$ cat src/hw/dcache_pkg.sv
package dcache_pkg;

    // cache geometry
    localparam int WAYS     = 4;
    localparam int SETS     = 256;
    localparam int OFFSET_W = 2;
    localparam int INDEX_W  = 8;
    localparam int TAG_W    = 22;
    localparam int DATA_W   = 32;
    localparam int LRU_W    = 2;

    typedef logic [DATA_W-1:0]        word_t;
    typedef logic [TAG_W-1:0]         tag_t;
    typedef logic [INDEX_W-1:0]       index_t;
    typedef logic [$clog2(WAYS)-1:0]  way_t;

    // miss handling phases
    typedef enum logic [1:0] {
        MISS_IDLE,
        MISS_WRITEBACK,
        MISS_REFILL
    } miss_state_t;

endpackage

$ cat src/hw/lru_tracker.sv
module lru_tracker (
    input  logic              clk,
    input  logic              rst,
    input  dcache_pkg::index_t index,
    input  logic              touch,
    input  dcache_pkg::way_t   touch_way,
    output dcache_pkg::way_t   victim_way
);
    import dcache_pkg::*;

    // age 3 is most recent, 0 is a replacement candidate
    logic [LRU_W-1:0] age [SETS][WAYS];

    always_ff @(posedge clk) begin
        if (rst) begin
            for (int s = 0; s < SETS; s++) begin
                for (int w = 0; w < WAYS; w++) begin
                    age[s][w] <= '0;
                end
            end
        end else if (touch) begin
            for (int w = 0; w < WAYS; w++) begin
                if (way_t'(w) == touch_way) begin
                    age[index][w] <= '1;
                end else if (age[index][w] > age[index][touch_way]) begin
                    age[index][w] <= age[index][w] - 1'b1;
                end
            end
        end
    end

    // lowest way with zero age, else the last way
    always_comb begin
        victim_way = way_t'(WAYS - 1);
        for (int w = WAYS - 1; w >= 0; w--) begin
            if (age[index][w] == '0) begin
                victim_way = way_t'(w);
            end
        end
    end

endmodule

$ cat config.mk
export PLATFORM = sky130hd
export DESIGN_NAME = lru_tracker
export DESIGN_NICKNAME = d
export VERILOG_FILES = /design/src/hw/dcache_pkg.sv /design/src/hw/lru_tracker.sv
export SDC_FILE = /design/constraint.sdc
export NUM_CORES = 2
export LEC_CHECK = 0
export BUFFER_PORTS_ARGS = -buffer_cell sky130_fd_sc_hd__buf_2
export CAP_MARGIN = 0
export CELL_PAD_IN_SITES_DETAIL_PLACEMENT = 2
export CELL_PAD_IN_SITES_GLOBAL_PLACEMENT = 2
export CORE_UTILIZATION = 44
export CTS_BUF_LIST = sky130_fd_sc_hd__clkbuf_8
export DETAILED_ROUTE_END_ITERATION = 10
export PLACE_DENSITY_LB_ADDON = 0.1
export SLEW_MARGIN = 25
export SYNTH_ARGS = -nofsm -noshare
export SYNTH_HDL_FRONTEND = slang
export SYNTH_SLANG_ARGS = --single-unit
$ cat constraint.sdc
create_clock -name clk -period 5.4 [get_ports clk]
set_clock_uncertainty 0.15 [all_clocks]
set_input_delay 0.27 -clock clk [delete_from_list [all_inputs] [get_ports clk]]
set_output_delay 0.27 -clock clk [all_outputs]
set_load 0.05 [all_outputs]
### Yosys cells after proc, flatten, opt, wreduce, memory -nomap -nowiden

Memories as Yosys holds them, arrays and structs flattened.
Cells that the tools add are included.
Widths: inputs -> output; s select.

* word-level logic and storage cells: 74
* memories kept: 1
* bits in writable memories: 2048
* output and inout port bits: 2
* register bits: 0
* bits of input ports: 13

* equality and inequality tests: 3
* $lt $le $gt $ge: 5
* bitwise operators: 5
* muxes and demuxes: 51
* add/sub/neg operators: 4
* reductions and logical operators: 5

Memories
* age: words 256, bits a word 8, rd ports 1, clocked after Yosys merged registers in 0, wr ports 256, RTL line lru_tracker.sv:12 `logic [LRU_W-1:0] age [SETS][WAYS];`

Operators with widths (number)
* $mux 1: 39
* $mux 2: 8
* $mux 8: 2
* $gt 2x2->1: 4
* $logic_not 2->1: 4
* $reduce_or 8->1: 1
* $sub 2x1->2 const B: 4
* $bmux 2 s2: 1
* $eq 2x2->1 const A: 2
* $mux 4: 1
* $or 1x1->1: 4
* $ge 3x3->1 const B: 1
* $not 2->3: 1
* $eq 1x2->1 const A: 1

### Longest topological paths before layout

* depth after elaboration: 13
* depth in mapped cells: 26
* depth with buffers taken out: 15

### Least setup slack after synthesis

Ideal clock, no wire load.

* path kind: in2reg
* start point: input port index[0]
* end point: memory age[56][0] (netlist bit), enable pin
* library setup time: 266 ps
* stages on the path: 24
* arrival: 5084 ps
* setup slack: -100 ps
* required time: 4984 ps
* buffers on the path: 11
* path through: buf_6 > buf_8 > buf_12 > buf_12 > buf_6 > buf_6 > buf_6 > buf_2 > mux4_2 > mux4_2 > nand2_1 > nand2_1 > nor4b_1 > nand3b_1 > a21oi_1 > ha_1 > nor2b_1 > o21ai_0 > nand2_1 > nand2_1 > clkbuf_1 > clkbuf_1 > clkbuf_1 > o21bai_1

RTL lines
* start, declared: RTL line lru_tracker.sv:4 `input dcache_pkg::index_t index,`
* end, declared: RTL line lru_tracker.sv:12

==> impl_metrics.toml <==
[outcome]
status = "finished clean"

[finish]
nNetsFinal = 7685
regMostFlops = "age"
fillerInstances = 21865
final_cell_mix = "edfxtp_1 (2048), o21bai_1 (1026), nor2_1 (835)"
drive_above_1_share_pct = 26.6
largest_reg_flops = 2048
multiInputGateArea_um2 = 37300
synthToLayoutAreaGrowth_pct = 12.9
final_util_pct = 50.1
final_common_cell = "edfxtp_1"
reg_top3 = "age: 2048 flops"
regArea_um2 = 61500

[routing]
viasPerCell = 6.34
avgRoutedWirePerCell_um = 34.4
drt_iter0_markers = 6990
postRouteAntennaNets = 0
num_vias = 70137
firstDrtPassIters = 5
wirelength_um = 380000
drc_errors = 0

[global_routing]
grt-busiest-layer = "met2"
antenna_found_initial = 16
grt_usage_pct = 32.0
grt_pass1_wl_um = 549000
gr-usage-met3_pct = 5.21
grt_pass1_vias = 75170
global_route.overflow_total = 0
use_met2_pct = 52.0
grt_max_degree = 211
use_met1_pct = 42.8

[logic_synthesis]
synth_mux_area_share_pct = 12.9
netlist_area_um2 = 104000
syn_inst = 7636
synth_top_family_by_area = "simple AND/OR/NAND/NOR gates"
avgSynthCellArea_um2 = 13.6
ys_seq_elements = 2048
ys_types = 72
yosys.area_share.adder_pct = 0.133
synth_top_flop_cell = "edfxtp_1"
synth_compound_area_share_pct = 8.97
yosysSeqAreaShare_pct = 59.4
async_flop_share_pct = 0
synth_xor_area_share_pct = 0
synth_nets = 7660
yosys_warnings = 0
yosys.area_share.simple_pct = 13.5
synth_edf_count = 2048

[setup_path]
worstPathCellList = "mux4_2 > mux4_2 > a22oi_1 > nand4_1 > buf_4 > and4bb_2 > a22o_1 > a221oi_1 > ha_1 > nand2_1 > o21ai_0 > or3_1 > a211oi_4 > buf_4 > buf_12 > nor4_1"
critPathSlowestCell = "mux4_2"
worstSetupPathType = "flop to flop"
max_stage_delay_ns = 0.60
setup.worst_path.end_class = "flop"
required_ns = 6.01
crit_fanout = 36
path_buf_inv = 3
worstSetupStartpointType = "flop"
worstPathArrival_ns = 5.88
crit_family = "simple AND/OR/NAND/NOR gates"

[sta]
min_period_ns = 5.27
max_slew_margin_pct = 19.5
min_period_over_period_pct = 97.6
clock.fmax_mhz = 190
setup_viol = 0
rsz0062_at_grt = "no"
maxSlewViolCount = 0
hold_viol = 0
tightest_slew_ns = 1.21

[floorplan]
fp.dieW_um = 487
die_h_um = 487
rows = 177
core_region_area_um2 = 233000
dieArea_um2 = 237000
start_util_pct = 44.4
io_pins = 15

[placed_design]
gp_congestion = 0.878
dp_hpwl_um = 258000
portBuffers = 14

[clocking]
cts_sinks = 2048
cts_buffer_depth = 4
cts-root-buf = "clkbuf_8"
post_cts_buffers = 0
cts_made_buffers = 383
cts_tree = "yes"
clk_latency_ns = 1.11
ctsHtreeMaxLevel = 5
clkTransAtPathRegs_ns = 0.06

[power]
power_uw = 37400
power_leakage_uw = 0.0372
vdd_drop_max_mv = 0.209
p_per_area_nw_per_um2 = 320

[run]
maxCapViolCount = 0

[hold_path]
hp-class = "input port to flop"
==> per-stage QoR <==
stage                     cells  area [µm²]  TNS (ns)  worst slack, ns  hold slack (ns)
final                     11056      117000         0            0.132            0.158
after global routing      11052      117000         0           0.0311           0.0943
after CTS                 11048      117000         0           0.0322           0.0546
after detailed placement  10403      111000  -1814.01           -0.671            0.776
after global placement    10403      111000  -1611.72           -0.649            0.776
after floorplan            7636      104000    -40.05          -0.0826            0.651
==> cells by family (layout without fill, tap and decap cells) <==
logic type / after synthesis / count (layout)
and+or+nand+nor: 2556 / 2556
DFF: 2048 / 2048
AOI/OAI and AO/OA: 1247 / 1247
buffers and inverters: 1080 / 1360
muxes: 694 / 694
adders and majority gates: 11 / 11
other: 0 / 8
==> synth_stat cells (7+ instances only) <==
cell / instances / area, µm²
a211oi_1: 7 / 52.6
a21oi_1: 29 / 145
a22o_1: 8 / 70.1
a22oi_1: 57 / 428
a311oi_1: 7 / 61.3
a31oi_1: 15 / 93.8
buf_1: 22 / 82.6
buf_12: 24 / 480
buf_2: 183 / 916
buf_4: 25 / 188
buf_6: 54 / 608
clkbuf_1: 754 / 2830
edfxtp_1: 2048 / 61500
ha_1: 11 / 138
inv_1: 8 / 30.0
mux2_2: 13 / 146
mux2i_1: 166 / 1660
mux4_2: 515 / 11600
nand2_1: 369 / 1390
nand3_1: 14 / 70.1
nor2_1: 849 / 3190
nor2_4: 240 / 2700
nor2b_1: 15 / 93.8
nor3_1: 604 / 3020
nor3_2: 150 / 1500
nor4_1: 262 / 1640
o21ai_0: 15 / 75.1
o21bai_1: 1026 / 7700
o22ai_1: 23 / 144
==> worst min-delay path: stages <==
cell and delay (ns):
buf_2 0.35, a211oi_4 0.10, buf_4 0.22, nor4_1 0.24
==> where the power goes <==
| group | switching [µW] | internal, µW |
|---|---|---|
| Clock | 6850 | 6610 |
| Combinational | 3750 | 1980 |
| Sequential | 190 | 18000 |
| Total | 10800 | 26600 |
==> metal layers <==
metal | up-vias | wire length [µm]
li1 | 29100 | -
met1 | 37716 | 156000
met2 | 2587 | 182000
met3 | 732 | 25300
met4 | 2 | 16600
met5 | - | 8
==> path summary, 6_finish.rpt <==
kind	startpoint	endpoint	slack (ns)	cells past startpoint
worst min-delay path	index[6]	age[110][1]	0.16	4
worst min register to register	age[203][6]	age[212][6]	1.67	10
worst max-delay path	age[91][2]	age[159][1]	0.13	16
worst max register to register	age[91][2]	age[159][1]	0.13	16
==> what timing repair did <==
item                                    in CTS  in global routing
endpoints found under the setup margin       0                305
endpoints found under the hold margin      162                  0
hold buffers                                 5                  0
resized for setup                            0                  3
==> final cells by class <==
type,instances,share of cell area (%)
Antenna cell,8,0.0171
Clock buffer,386,4.54
Clock inverter,254,0.895
Inverter,12,0.0471
Multi-Input combinational cell,4508,31.9
Sequential cell,2048,52.6
Tap cell,3132,3.35
Timing Repair Buffer,708,6.73
No activity file was read; power rests on OpenSTA's default activity.
