$ cat config.mk
export PLATFORM = sky130hd
export DESIGN_NAME = miss_controller
export DESIGN_NICKNAME = d
export VERILOG_FILES = /design/src/hw/dcache_pkg.sv /design/src/hw/miss_controller.sv
export SDC_FILE = /design/constraint.sdc
export NUM_CORES = 1
export LEC_CHECK = 0
export ABC_AREA = 1
export BUFFER_PORTS_ARGS = -buffer_cell sky130_fd_sc_hd__buf_2
export CAP_MARGIN = 20
export CORE_AREA = 2 2 101 103
export CTS_CLUSTER_DIAMETER = 100
export DETAILED_ROUTE_END_ITERATION = 8
export DIE_AREA = 0 0 103 105
export PLACE_DENSITY = 0.82
export SLEW_MARGIN = 20
export SYNTH_ARGS = -nofsm -noshare
export SYNTH_HDL_FRONTEND = slang
export SYNTH_SLANG_ARGS = --single-unit
export TNS_END_PERCENT = 100
$ cat constraint.sdc
create_clock -name clk -period 7.31 [get_ports clk]
set_input_delay 0.731 -clock clk [delete_from_list [all_inputs] [get_ports clk]]
set_output_delay 0.731 -clock clk [all_outputs]
set_load 0.005 [all_outputs]
$ cat src/hw/dcache_pkg.sv
package dcache_pkg;

    // cache geometry
    localparam int WAYS     = 4;
    localparam int SETS     = 256;
    localparam int OFFSET_W = 2;
    localparam int INDEX_W  = 8;
    localparam int TAG_W    = 22;
    localparam int DATA_W   = 32;
    localparam int LRU_W    = 2;

    typedef logic [DATA_W-1:0]        word_t;
    typedef logic [TAG_W-1:0]         tag_t;
    typedef logic [INDEX_W-1:0]       index_t;
    typedef logic [$clog2(WAYS)-1:0]  way_t;

    // miss handling phases
    typedef enum logic [1:0] {
        MISS_IDLE,
        MISS_WRITEBACK,
        MISS_REFILL
    } miss_state_t;

endpackage

$ cat src/hw/miss_controller.sv
module miss_controller (
    input  logic              clk,
    input  logic              rst,
    input  logic              req,
    input  logic              wr,
    input  dcache_pkg::word_t  addr,
    input  logic              hit,
    input  dcache_pkg::way_t   victim_way,
    input  dcache_pkg::tag_t   victim_tag,
    input  dcache_pkg::word_t  victim_data,
    input  logic              victim_dirty,
    output logic              addr_ok,
    output logic              data_ok,
    output logic              write_hit,
    output logic              touch,
    output logic              fill,
    output dcache_pkg::index_t fill_index,
    output dcache_pkg::tag_t   fill_tag,
    output dcache_pkg::way_t   fill_way,
    output dcache_pkg::word_t  fill_data,
    output logic              mem_req,
    output logic              mem_wr,
    output dcache_pkg::word_t  mem_addr,
    output dcache_pkg::word_t  mem_wdata,
    input  dcache_pkg::word_t  mem_rdata,
    input  logic              mem_addr_ok,
    input  logic              mem_data_ok
);
    import dcache_pkg::*;

    miss_state_t state;
    logic        addr_sent;
    index_t      cap_index;
    tag_t        cap_tag;
    way_t        cap_way;
    tag_t        wb_tag;
    word_t       wb_data;

    // hits are served only while no miss is in flight
    assign touch     = req & hit & (state == MISS_IDLE);
    assign addr_ok   = touch;
    assign data_ok   = touch;
    assign write_hit = touch & wr;

    assign fill       = (state == MISS_REFILL) & mem_data_ok;
    assign fill_index = cap_index;
    assign fill_tag   = cap_tag;
    assign fill_way   = cap_way;
    assign fill_data  = mem_rdata;

    assign mem_req   = (state != MISS_IDLE) & ~addr_sent;
    assign mem_wr    = (state == MISS_WRITEBACK);
    assign mem_addr  = mem_wr ? {wb_tag, cap_index, {OFFSET_W{1'b0}}}
                              : {cap_tag, cap_index, {OFFSET_W{1'b0}}};
    assign mem_wdata = wb_data;

    always_ff @(posedge clk) begin
        if (rst) begin
            state     <= MISS_IDLE;
            addr_sent <= 1'b0;
        end else begin
            // address phase done, wait for the data phase
            if (mem_data_ok) begin
                addr_sent <= 1'b0;
            end else if (mem_req && mem_addr_ok) begin
                addr_sent <= 1'b1;
            end
            case (state)
                MISS_IDLE: begin
                    if (req && !hit) begin
                        state <= victim_dirty ? MISS_WRITEBACK : MISS_REFILL;
                    end
                end
                MISS_WRITEBACK: begin
                    if (mem_data_ok) begin
                        state <= MISS_REFILL;
                    end
                end
                MISS_REFILL: begin
                    if (mem_data_ok) begin
                        state <= MISS_IDLE;
                    end
                end
                default: state <= MISS_IDLE;
            endcase
        end
    end

    // request and victim snapshot at miss detection
    always_ff @(posedge clk) begin
        if (state == MISS_IDLE && req && !hit) begin
            cap_index <= addr[OFFSET_W +: INDEX_W];
            cap_tag   <= addr[DATA_W-1 -: TAG_W];
            cap_way   <= victim_way;
            wb_tag    <= victim_tag;
            wb_data   <= victim_data;
        end
    end

endmodule

; ---- After elaboration in Yosys (flattened, before gate mapping)
; Cells that the tools add are included.
[classes]
bitwise_logic = 6
n_mux = 6
eq_ne = 5
reduce_logical = 9
[op_table]
columns = op, n
row1 = 32-bit two-way mux, 1
row2 = 2-bit two-way mux, 4
row3 = 2-bit one-hot mux with 3 select lines, 1
row4 = 1-bit bitwise AND, 5
row5 = 1-bit logical AND, 4
row6 = "2-bit by 1-bit inequality test with 1-bit output, second input constant", 2
row7 = 3-bit AND reduction, 1
row8 = "2-bit by 1-bit == test with 1-bit output, second input constant", 1
row9 = "2-bit == test, second input constant", 1
row10 = 2-bit zero test, 1
row11 = "2-bit inequality test, second input constant", 1
row12 = 2-bit nonzero test, 1
row13 = 2-bit OR reduction, 1
row14 = 1-bit zero test, 1
row15 = 1-bit NOT, 1
[totals]
elab_cells = 33
in_bits = 128
out_inout_bits = 135
reg_bits = 89

; ---- Depth between registers and ports, before layout
; Gate-level depths: netlist of the first run.
[depth]
ltp_word = 4
depth_mapped = 6
ltp_nobuf = 6

; ---- Worst setup path before layout of the first run
; No wires, ideal clock.
[synth_timing]
path_type = input-to-reg
startpoint = input port req
endpoint = register cap_index[0] (netlist: fill_index[0]) (enable)
arrival_ps = 2613
path_buffers = 0
cell_stages = 4
setup_time_ps = 440
required_ps = 6870
path_slack_ps = 4257
path_cell_list = inv_1 -> nor2_1 -> nand2_1 -> inv_1
[synth_between]
elab_chain_cells = 2
[synth_rtl]
columns = item, line_no
row1 = from (decl), miss_controller.sv:4  ; input logic req,
row2 = 1-bit logical AND (2 in series), miss_controller.sv:91  ; if (state == MISS_IDLE && req && !hit) begin
row3 = to (signal assigned), miss_controller.sv:92  ; cap_index <= addr[OFFSET_W +: INDEX_W];
row4 = to (decl), miss_controller.sv:33  ; index_t cap_index;
; Every way passes these cells.
; A chain may end at the register's enable or synchronous reset.

; ---- Worst setup path after layout of the first run
[layout_timing]
startpoint = register state[0]
endpoint = output port mem_addr[12]
[layout_between]
elab_chain_cells = 2
[layout_rtl]
columns = item, line_no
row1 = from (decl), miss_controller.sv:31  ; miss_state_t state;
row2 = from (signal assigned), miss_controller.sv:71  ; state <= victim_dirty ? MISS_WRITEBACK : MISS_REFILL;
row3 = 2-bit by 1-bit == test with 1-bit output, miss_controller.sv:52  ; assign mem_wr = (state == MISS_WRITEBACK);
row4 = 32-bit two-way mux, miss_controller.sv:53  ; assign mem_addr = mem_wr ? {wb_tag, cap_index, {OFFSET_W{1'b0}}}
row5 = to (decl), miss_controller.sv:23  ; output dcache_pkg::word_t mem_addr,
; Every way passes these cells.

==> flow_metrics.env, run 1 <==
export IMPL_endpoint_kind="primary output"
export IMPL_p_total_w=0.00101
export IMPL_worst_slew_pin_slew_ps=764
export IMPL_finalCriticalPeriod_ps=2480
export IMPL_hold_class="register to register"
export IMPL_relSlewSlack_pct=49.0
export IMPL_postCtsResizedCells=0
export IMPL_dp_hpwl_um=6250
export IMPL_clock_sinks=89
export IMPL_path_clk_slew_ps=90
export IMPL_synthCells=236
export IMPL_grtUsageMet3_pct=6.69
export IMPL_final_layout_size_suffix_gt1_share_pct=53.1
export IMPL_hold_viol_final=0
export IMPL_cts_root_buffer="clkbuf_8"
export IMPL_io_pins=263
export IMPL_yosysUniqueCellTypes=16
export IMPL_postCtsSetupBuffers=0
export IMPL_synth_area_mm2=0.00340
export IMPL_syn_mean_instance_area_um2=14.4
export IMPL_ys_ff_latch=89
export IMPL_final_max_slew_violation_count=0
export IMPL_vias_per_cell=4.29
export IMPL_yosys_area_top_type="edfxtp_1"
export IMPL_fp_coreArea_mm2=0.00964
export IMPL_synth_compound_area_share_pct=0.442
export IMPL_setup_viol=0
export IMPL_seq_area_frac_synth_pct=77.7
export IMPL_required_ps=6580
export IMPL_drc=0
export IMPL_antenna_cells=0
export IMPL_wirelength_um=8350
export IMPL_cts_inserted_buffers=9
export IMPL_die_y_um=105
export IMPL_synth_top_area_share_pct=75.9
export IMPL_arrival_ps=1750
export IMPL_wire_per_inst_um=15.7
export IMPL_synth_top_family_by_area="buffers and inverters"
export IMPL_layout_nets=523
export IMPL_busiest_layer="met2"
export IMPL_cap_violations=0
export IMPL_grt_use_met2_pct=26.3
export IMPL_hold_buffers=0
export IMPL_drt_iter0_drc=89
export IMPL_area_delta_synth_final_pct=28.6
export IMPL_die_area_mm2=0.0108
export IMPL_track_usage_pct=15.4
export IMPL_status="finished clean"
export IMPL_cts_htree_levels=3
export IMPL_fin_setup_tns_ps=0
export IMPL_vdd_drop_max_v=0.000143
export IMPL_initial_core_util_pct=35.3
export IMPL_synth_simple_area_share_pct=10.1
export IMPL_fp_dieW_um=103
export IMPL_io_buffers=194
export IMPL_num_vias=2283
export IMPL_path_class="register to primary output"
export IMPL_antenna_found_initial=0
export IMPL_cp_max_fo=24
export IMPL_start_kind="register"
export IMPL_grt_pass1_wl_um=12100
export IMPL_cts_tree="yes"
export IMPL_synth_yosys_warnings=0
export IMPL_rsz0062_at_grt="no"
export IMPL_grt_max_degree=87
export IMPL_fp_row_count=36
export IMPL_synth_fa_ha_area_share_pct=0
export IMPL_drtPass1Iterations=4
export IMPL_grtUsageMet1_pct=14.4
export IMPL_ant_nets=0
export IMPL_clock_latency_ps=340
export IMPL_synth_mux_area_share_pct=0
export IMPL_finClkSkew_ps=12.6
export IMPL_synth_area_top_cells="edfxtp_1 (76%), buf_4 (9.9%), nand2_1 (8.5%), dfxtp_1 (1.8%), buf_6 (0.66%)"
export IMPL_grt_overflow_total=0
export IMPL_power_density_mw_per_mm2=230
export IMPL_p_leak_nw=1.98
export IMPL_clk_path_buf_depth=2
export IMPL_grt_pass1_vias=2415
export IMPL_place_gp_congestion=0.806
export IMPL_timing_fmax_mhz=403
export IMPL_finalCritPeriodShare_pct=34.0
export IMPL_synthXorXnorAreaFrac_pct=0
-- per-stage QoR --
step	hold slack [ps]	area, um2	instances	util (%)	worst slack (ps)
6_report	486	4370	532	45.4	4830
5_1_grt	522	4370	532	45.4	4600
4_1_cts	491	4370	532	45.3	4770
3_5_place_dp	469	4190	517	43.4	4940
3_3_place_gp	459	4190	517	43.4	4990
2_1_floorplan	437	3400	237	-	4260
-- path summary, 6_finish.rpt --
path	from	endpoint	slack [ps]	cells after the start
hold reg to reg	addr_sent	addr_sent	490	2
setup reg to reg	state[0]	mem_wdata[10]	5480	4
hold / removal	addr_sent	addr_sent	490	2
setup / recovery	state[0]	mem_addr[12]	4830	5
-- cell families after synthesis --
| family | count (synthesis) |
|---|---|
| and+or+nand+nor | 87 |
| buffers and inverters | 56 |
| other | 1 |
| AOI/OAI and AO/OA | 3 |
| DFF | 89 |
-- sequential cells by signal, indices dropped and copies added, names as in the netlist --
register    cells
fill_way        2
state           2
mem_wdata      32
fill_tag       22
addr_sent       1
wb_tag         22
fill_index      8
-- critical path, cell delays in order (launching register included) --
cell and delay (ps):
dfxtp_1 450, nand2_4 230, inv_2 410, nand2_1 130
nand2_1 80, buf_2 100
-- per-layer routing --
metal  routed length (um)  up-vias
met5                    0        -
met4                  443        0
met3                  908       45
met2                 4460      133
met1                 2540     1039
li1                     -     1066
-- synth_stat cells (all sizes together) --
library cell and count:
a21oi 2, buf 48, conb 1, dfxtp 3, edfxtp 86, inv 8, nand2 78, nand4 2
nor2 5, nor3 1, nor3b 1, o21ai 1
-- area by class of cell --
type / instances / area, um2
inverters: 8 / 31.3
repair buffers: 195 / 982
well taps: 133 / 166
clock buffers: 10 / 128
multi-input cells: 92 / 367
clock inverters: 5 / 56.3
fillers: 914 / 5270
flip-flops and latches: 89 / 2640
-- power by group --
group	switching [W]	total, W	internal [W]
Clock	0.000164	0.000321	0.000157
Combinational	0.0000474	0.0000897	0.0000424
Sequential	0.00000814	0.000597	0.000589
Total	0.000220	0.00101	0.000788
-- cells in the final DEF, fill, tap and decap left out --
master,synthesis,final
inv_2,2,2
clkinv_2,0,2
nand2_4,1,1
nand2_1,77,77
clkinv_4,0,1
nor2_1,5,5
buf_2,1,194
clkbuf_1,0,1
inv_1,6,5
buf_6,2,1
nor3_1,1,1
a21oi_1,2,2
inv_6,0,1
clkinv_1,0,1
nor3b_1,1,1
edfxtp_1,86,86
bufinv_16,0,1
o21ai_0,1,1
clkbuf_8,0,9
dfxtp_1,3,3
nand4_1,2,2
conb_1,1,2
(Power assumes the default switching activity.)
==> run 2, diff against run 1 <==
--- a/config.mk
+++ b/config.mk
@@ -5,14 +5,14 @@
 export SDC_FILE = /design/constraint.sdc
 export NUM_CORES = 1
 export LEC_CHECK = 0
-export ABC_AREA = 1
+export ABC_AREA = 0
 export BUFFER_PORTS_ARGS = -buffer_cell sky130_fd_sc_hd__buf_2
 export CAP_MARGIN = 20
-export CORE_AREA = 2 2 101 103
+export CORE_MARGIN = 2
+export CORE_UTILIZATION = 36
 export CTS_CLUSTER_DIAMETER = 100
 export DETAILED_ROUTE_END_ITERATION = 8
-export DIE_AREA = 0 0 103 105
-export PLACE_DENSITY = 0.82
+export PLACE_DENSITY = 0.86
 export SLEW_MARGIN = 20
 export SYNTH_ARGS = -nofsm -noshare
 export SYNTH_HDL_FRONTEND = slang
==> constraint.sdc (replaced) <==
create_clock -name clk -period 2.2 [get_ports clk]
set_input_delay 0.22 -clock clk [delete_from_list [all_inputs] [get_ports clk]]
set_output_delay 0.22 -clock clk [all_outputs]
set_load 0.005 [all_outputs]
==> run 2 against run 1 <==
Worst hold slack lost 460 ps; global-route usage shrank 2.4 points; power grew to 3.4 times the previous value; non-clock buffer count grew 8; critical endpoint is now mem_addr[31]; synthesized area grew 2.2%; via count shrank 9.3%; count of clock-buffer cells in the layout shrank 1; combinational power grew to 3.5 times the previous value; routed wire length shrank 12%; clock power grew to 3.6 times the previous value.
==> flow_metrics.env, run 2 <==
export IMPL_p_leak_nw=1.96
export IMPL_syn_mean_instance_area_um2=19.7
export IMPL_place_gp_congestion=0.684
export IMPL_power_density_mw_per_mm2=754
export IMPL_synth_top_area_share_pct=74.3
export IMPL_async_flop_share_pct=0
export IMPL_synthCells=176
export IMPL_hold_class="input pin to register"
export IMPL_cts_inserted_buffers=9
export IMPL_clock_sinks=89
export IMPL_status="finished clean"
export IMPL_final_max_slew_violation_count=0
export IMPL_wire_per_inst_um=15.4
export IMPL_rsz0062_at_grt="no"
export IMPL_cp_max_fo=22
export IMPL_synth_area_mm2=0.00347
export IMPL_synth_flop_cell="edfxtp_1"
export IMPL_drtPass1Iterations=4
export IMPL_endpoint_kind="primary output"
export IMPL_path_class="register to primary output"
export IMPL_clock_power_share_pct=33.2
export IMPL_timing_fmax_mhz=526
export IMPL_vdd_drop_max_v=0.000441
export IMPL_finalCritPeriodShare_pct=86.5
export IMPL_seq_area_frac_synth_pct=76.1
export IMPL_drt_iter0_drc=55
export IMPL_fp_dieW_um=102
export IMPL_ant_nets=0
export IMPL_final_fill_count=816
export IMPL_start_kind="register"
export IMPL_yosys_area_top_type="edfxtp_1"
export IMPL_layout_nets=472
export IMPL_grt_max_degree=59
export IMPL_io_buffers=194
export IMPL_wirelength_um=7370
export IMPL_cts_htree_levels=3
export IMPL_grt_overflow_total=0
export IMPL_fp_coreArea_mm2=0.00928
export IMPL_arrival_ps=1680
export IMPL_cts_tree="yes"
export IMPL_final_common_cell="buf_2"
export IMPL_p_int_w=0.00267
export IMPL_antenna_cells=0
export IMPL_layout_common_cells="buf_2 (194), edfxtp_1 (86), mux2_4 (19), clkbuf_8 (9), dlygate4sd3_1 (6)"
export IMPL_final_layout_size_suffix_gt1_share_pct=69.1
export IMPL_vias_per_cell=4.33
export IMPL_p_sw_share_pct=22.3
export IMPL_cts_root_buffer="clkbuf_8"
export IMPL_antenna_found_initial=0
export IMPL_area_delta_synth_final_pct=31.1
export IMPL_required_ps=1980
export IMPL_finalCriticalPeriod_ps=1900
export IMPL_synth_yosys_warnings=0
export IMPL_track_usage_pct=13.0
export IMPL_grt_pass1_wl_um=9950
export IMPL_ys_ff_latch=89
export IMPL_power_switching_w=0.000766
export IMPL_synth_area_top_cells="edfxtp_1 (74%), buf_4 (9.5%), mux2_4 (8.2%), dfxtp_1 (1.7%), buf_12 (1.2%)"
export IMPL_largest_reg_flops=32
export IMPL_hold_viol_final=0
export IMPL_finalInstanceArea_mm2=0.00455
export IMPL_path_clk_slew_ps=100
export IMPL_clock_latency_ps=360
export IMPL_initial_core_util_pct=37.4
export IMPL_grt_pass1_vias=2092
export IMPL_die_y_um=102
export IMPL_synth_common_cells="edfxtp_1 (86), buf_4 (44), mux2_4 (19), nor2_1 (4)"
export IMPL_fp_row_count=35
export IMPL_comb_power_share_pct=9.1
export IMPL_io_pins=263
export IMPL_finClkSkew_ps=11.4
export IMPL_p_seq_share_pct=57.7
export IMPL_setup_viol=0
export IMPL_cap_violations=0
export IMPL_num_vias=2071
export IMPL_synth_edf_count=86
export IMPL_clk_path_buf_depth=2
export IMPL_dpl_cell_area_mm2=0.00429
export IMPL_yosysUniqueCellTypes=21
export IMPL_hold_ws_ps=26.5
export IMPL_drc=0
export IMPL_yosysMostFrequentCell="edfxtp_1"
export IMPL_die_area_mm2=0.0105
run 2: cell count changes after synthesis, sizes merged, moves of 2 or more:
cell,before,now
mux2,0,22
a21oi,2,0
nand2,78,0
nor4b,0,3
nand4,2,0
inv,8,1
run 2: worst max-delay path, stage by stage (launching register included):
cell	delay, ps
dfxtp_2	410
nor2b_4	220
buf_12	220
mux2_2	350
buf_2	130
run 2: stage by stage:
step	power, W	setup slack (ps)	TNS [ps]	util, %	cells
3_3_place_gp	0.00232	687	0	46.2	456
6_report	0.00344	297	0	49.1	478
3_5_place_dp	0.00233	663	0	46.2	456
5_1_grt	0.00358	190	0	49.1	478
2_1_floorplan	0.00220	-1440	-126810	-	177
4_1_cts	0.00347	258	0	48.4	472
run 2: layout make-up:
type	instances	area, um2	share of cell area [%]
inverter	1	3.75	0.0824
tap	129	161	3.54
clock buffer	9	124	2.72
timing repair buffer	203	1080	23.7
multi-input combinational	40	464	10.2
sequential	89	2650	58.1
clock inverter	7	77.6	1.70
run 2: kinds of logic after synthesis:
kind of cell / share of synthesized area (%)
buffers and inverters: 11.1
other: 0.108
AO/OA/AOI/OAI: 0.864
flip-flops: 76.1
AND/OR/NAND/NOR: 2.70
multiplexers: 9.18
run 2: repair_timing:
item                                   in CTS  in global routing
resized for setup                           0                  0
setup buffers                               0                  0
hold buffers                                0                  6
endpoints found under the hold margin       0                  6
run 2: power groups by stage:
stage | combinational, W | clock [W] | sequential [W]
floorplan | 0.000166 | 0 | 0.00203
global placement | 0.000298 | 0 | 0.00202
detailed placement | 0.000309 | 0 | 0.00202
CTS | 0.000309 | 0.00117 | 0.00199
global route | 0.000344 | 0.00124 | 0.00199
finish | 0.000312 | 0.00114 | 0.00198
run 2: metal layers:
metal,up-vias,GRT usage [%],wire (um)
met3,17,7.18,949
met5,-,0,0
li1,951,-,-
met4,0,6.46,134
met2,151,21.3,3790
met1,952,13.4,2500
run 2: path summary, 6_finish.rpt:
| check | cells past startpoint | end | start | slack, ps |
|---|---|---|---|---|
| setup / recovery | 4 | mem_addr[31] | state[0] | 300 |
| hold / removal | 1 | fill_index[2] | addr[4] | 30 |
| hold reg to reg | 2 | addr_sent | addr_sent | 470 |
| setup reg to reg | 2 | fill_tag[9] | state[0] | 730 |
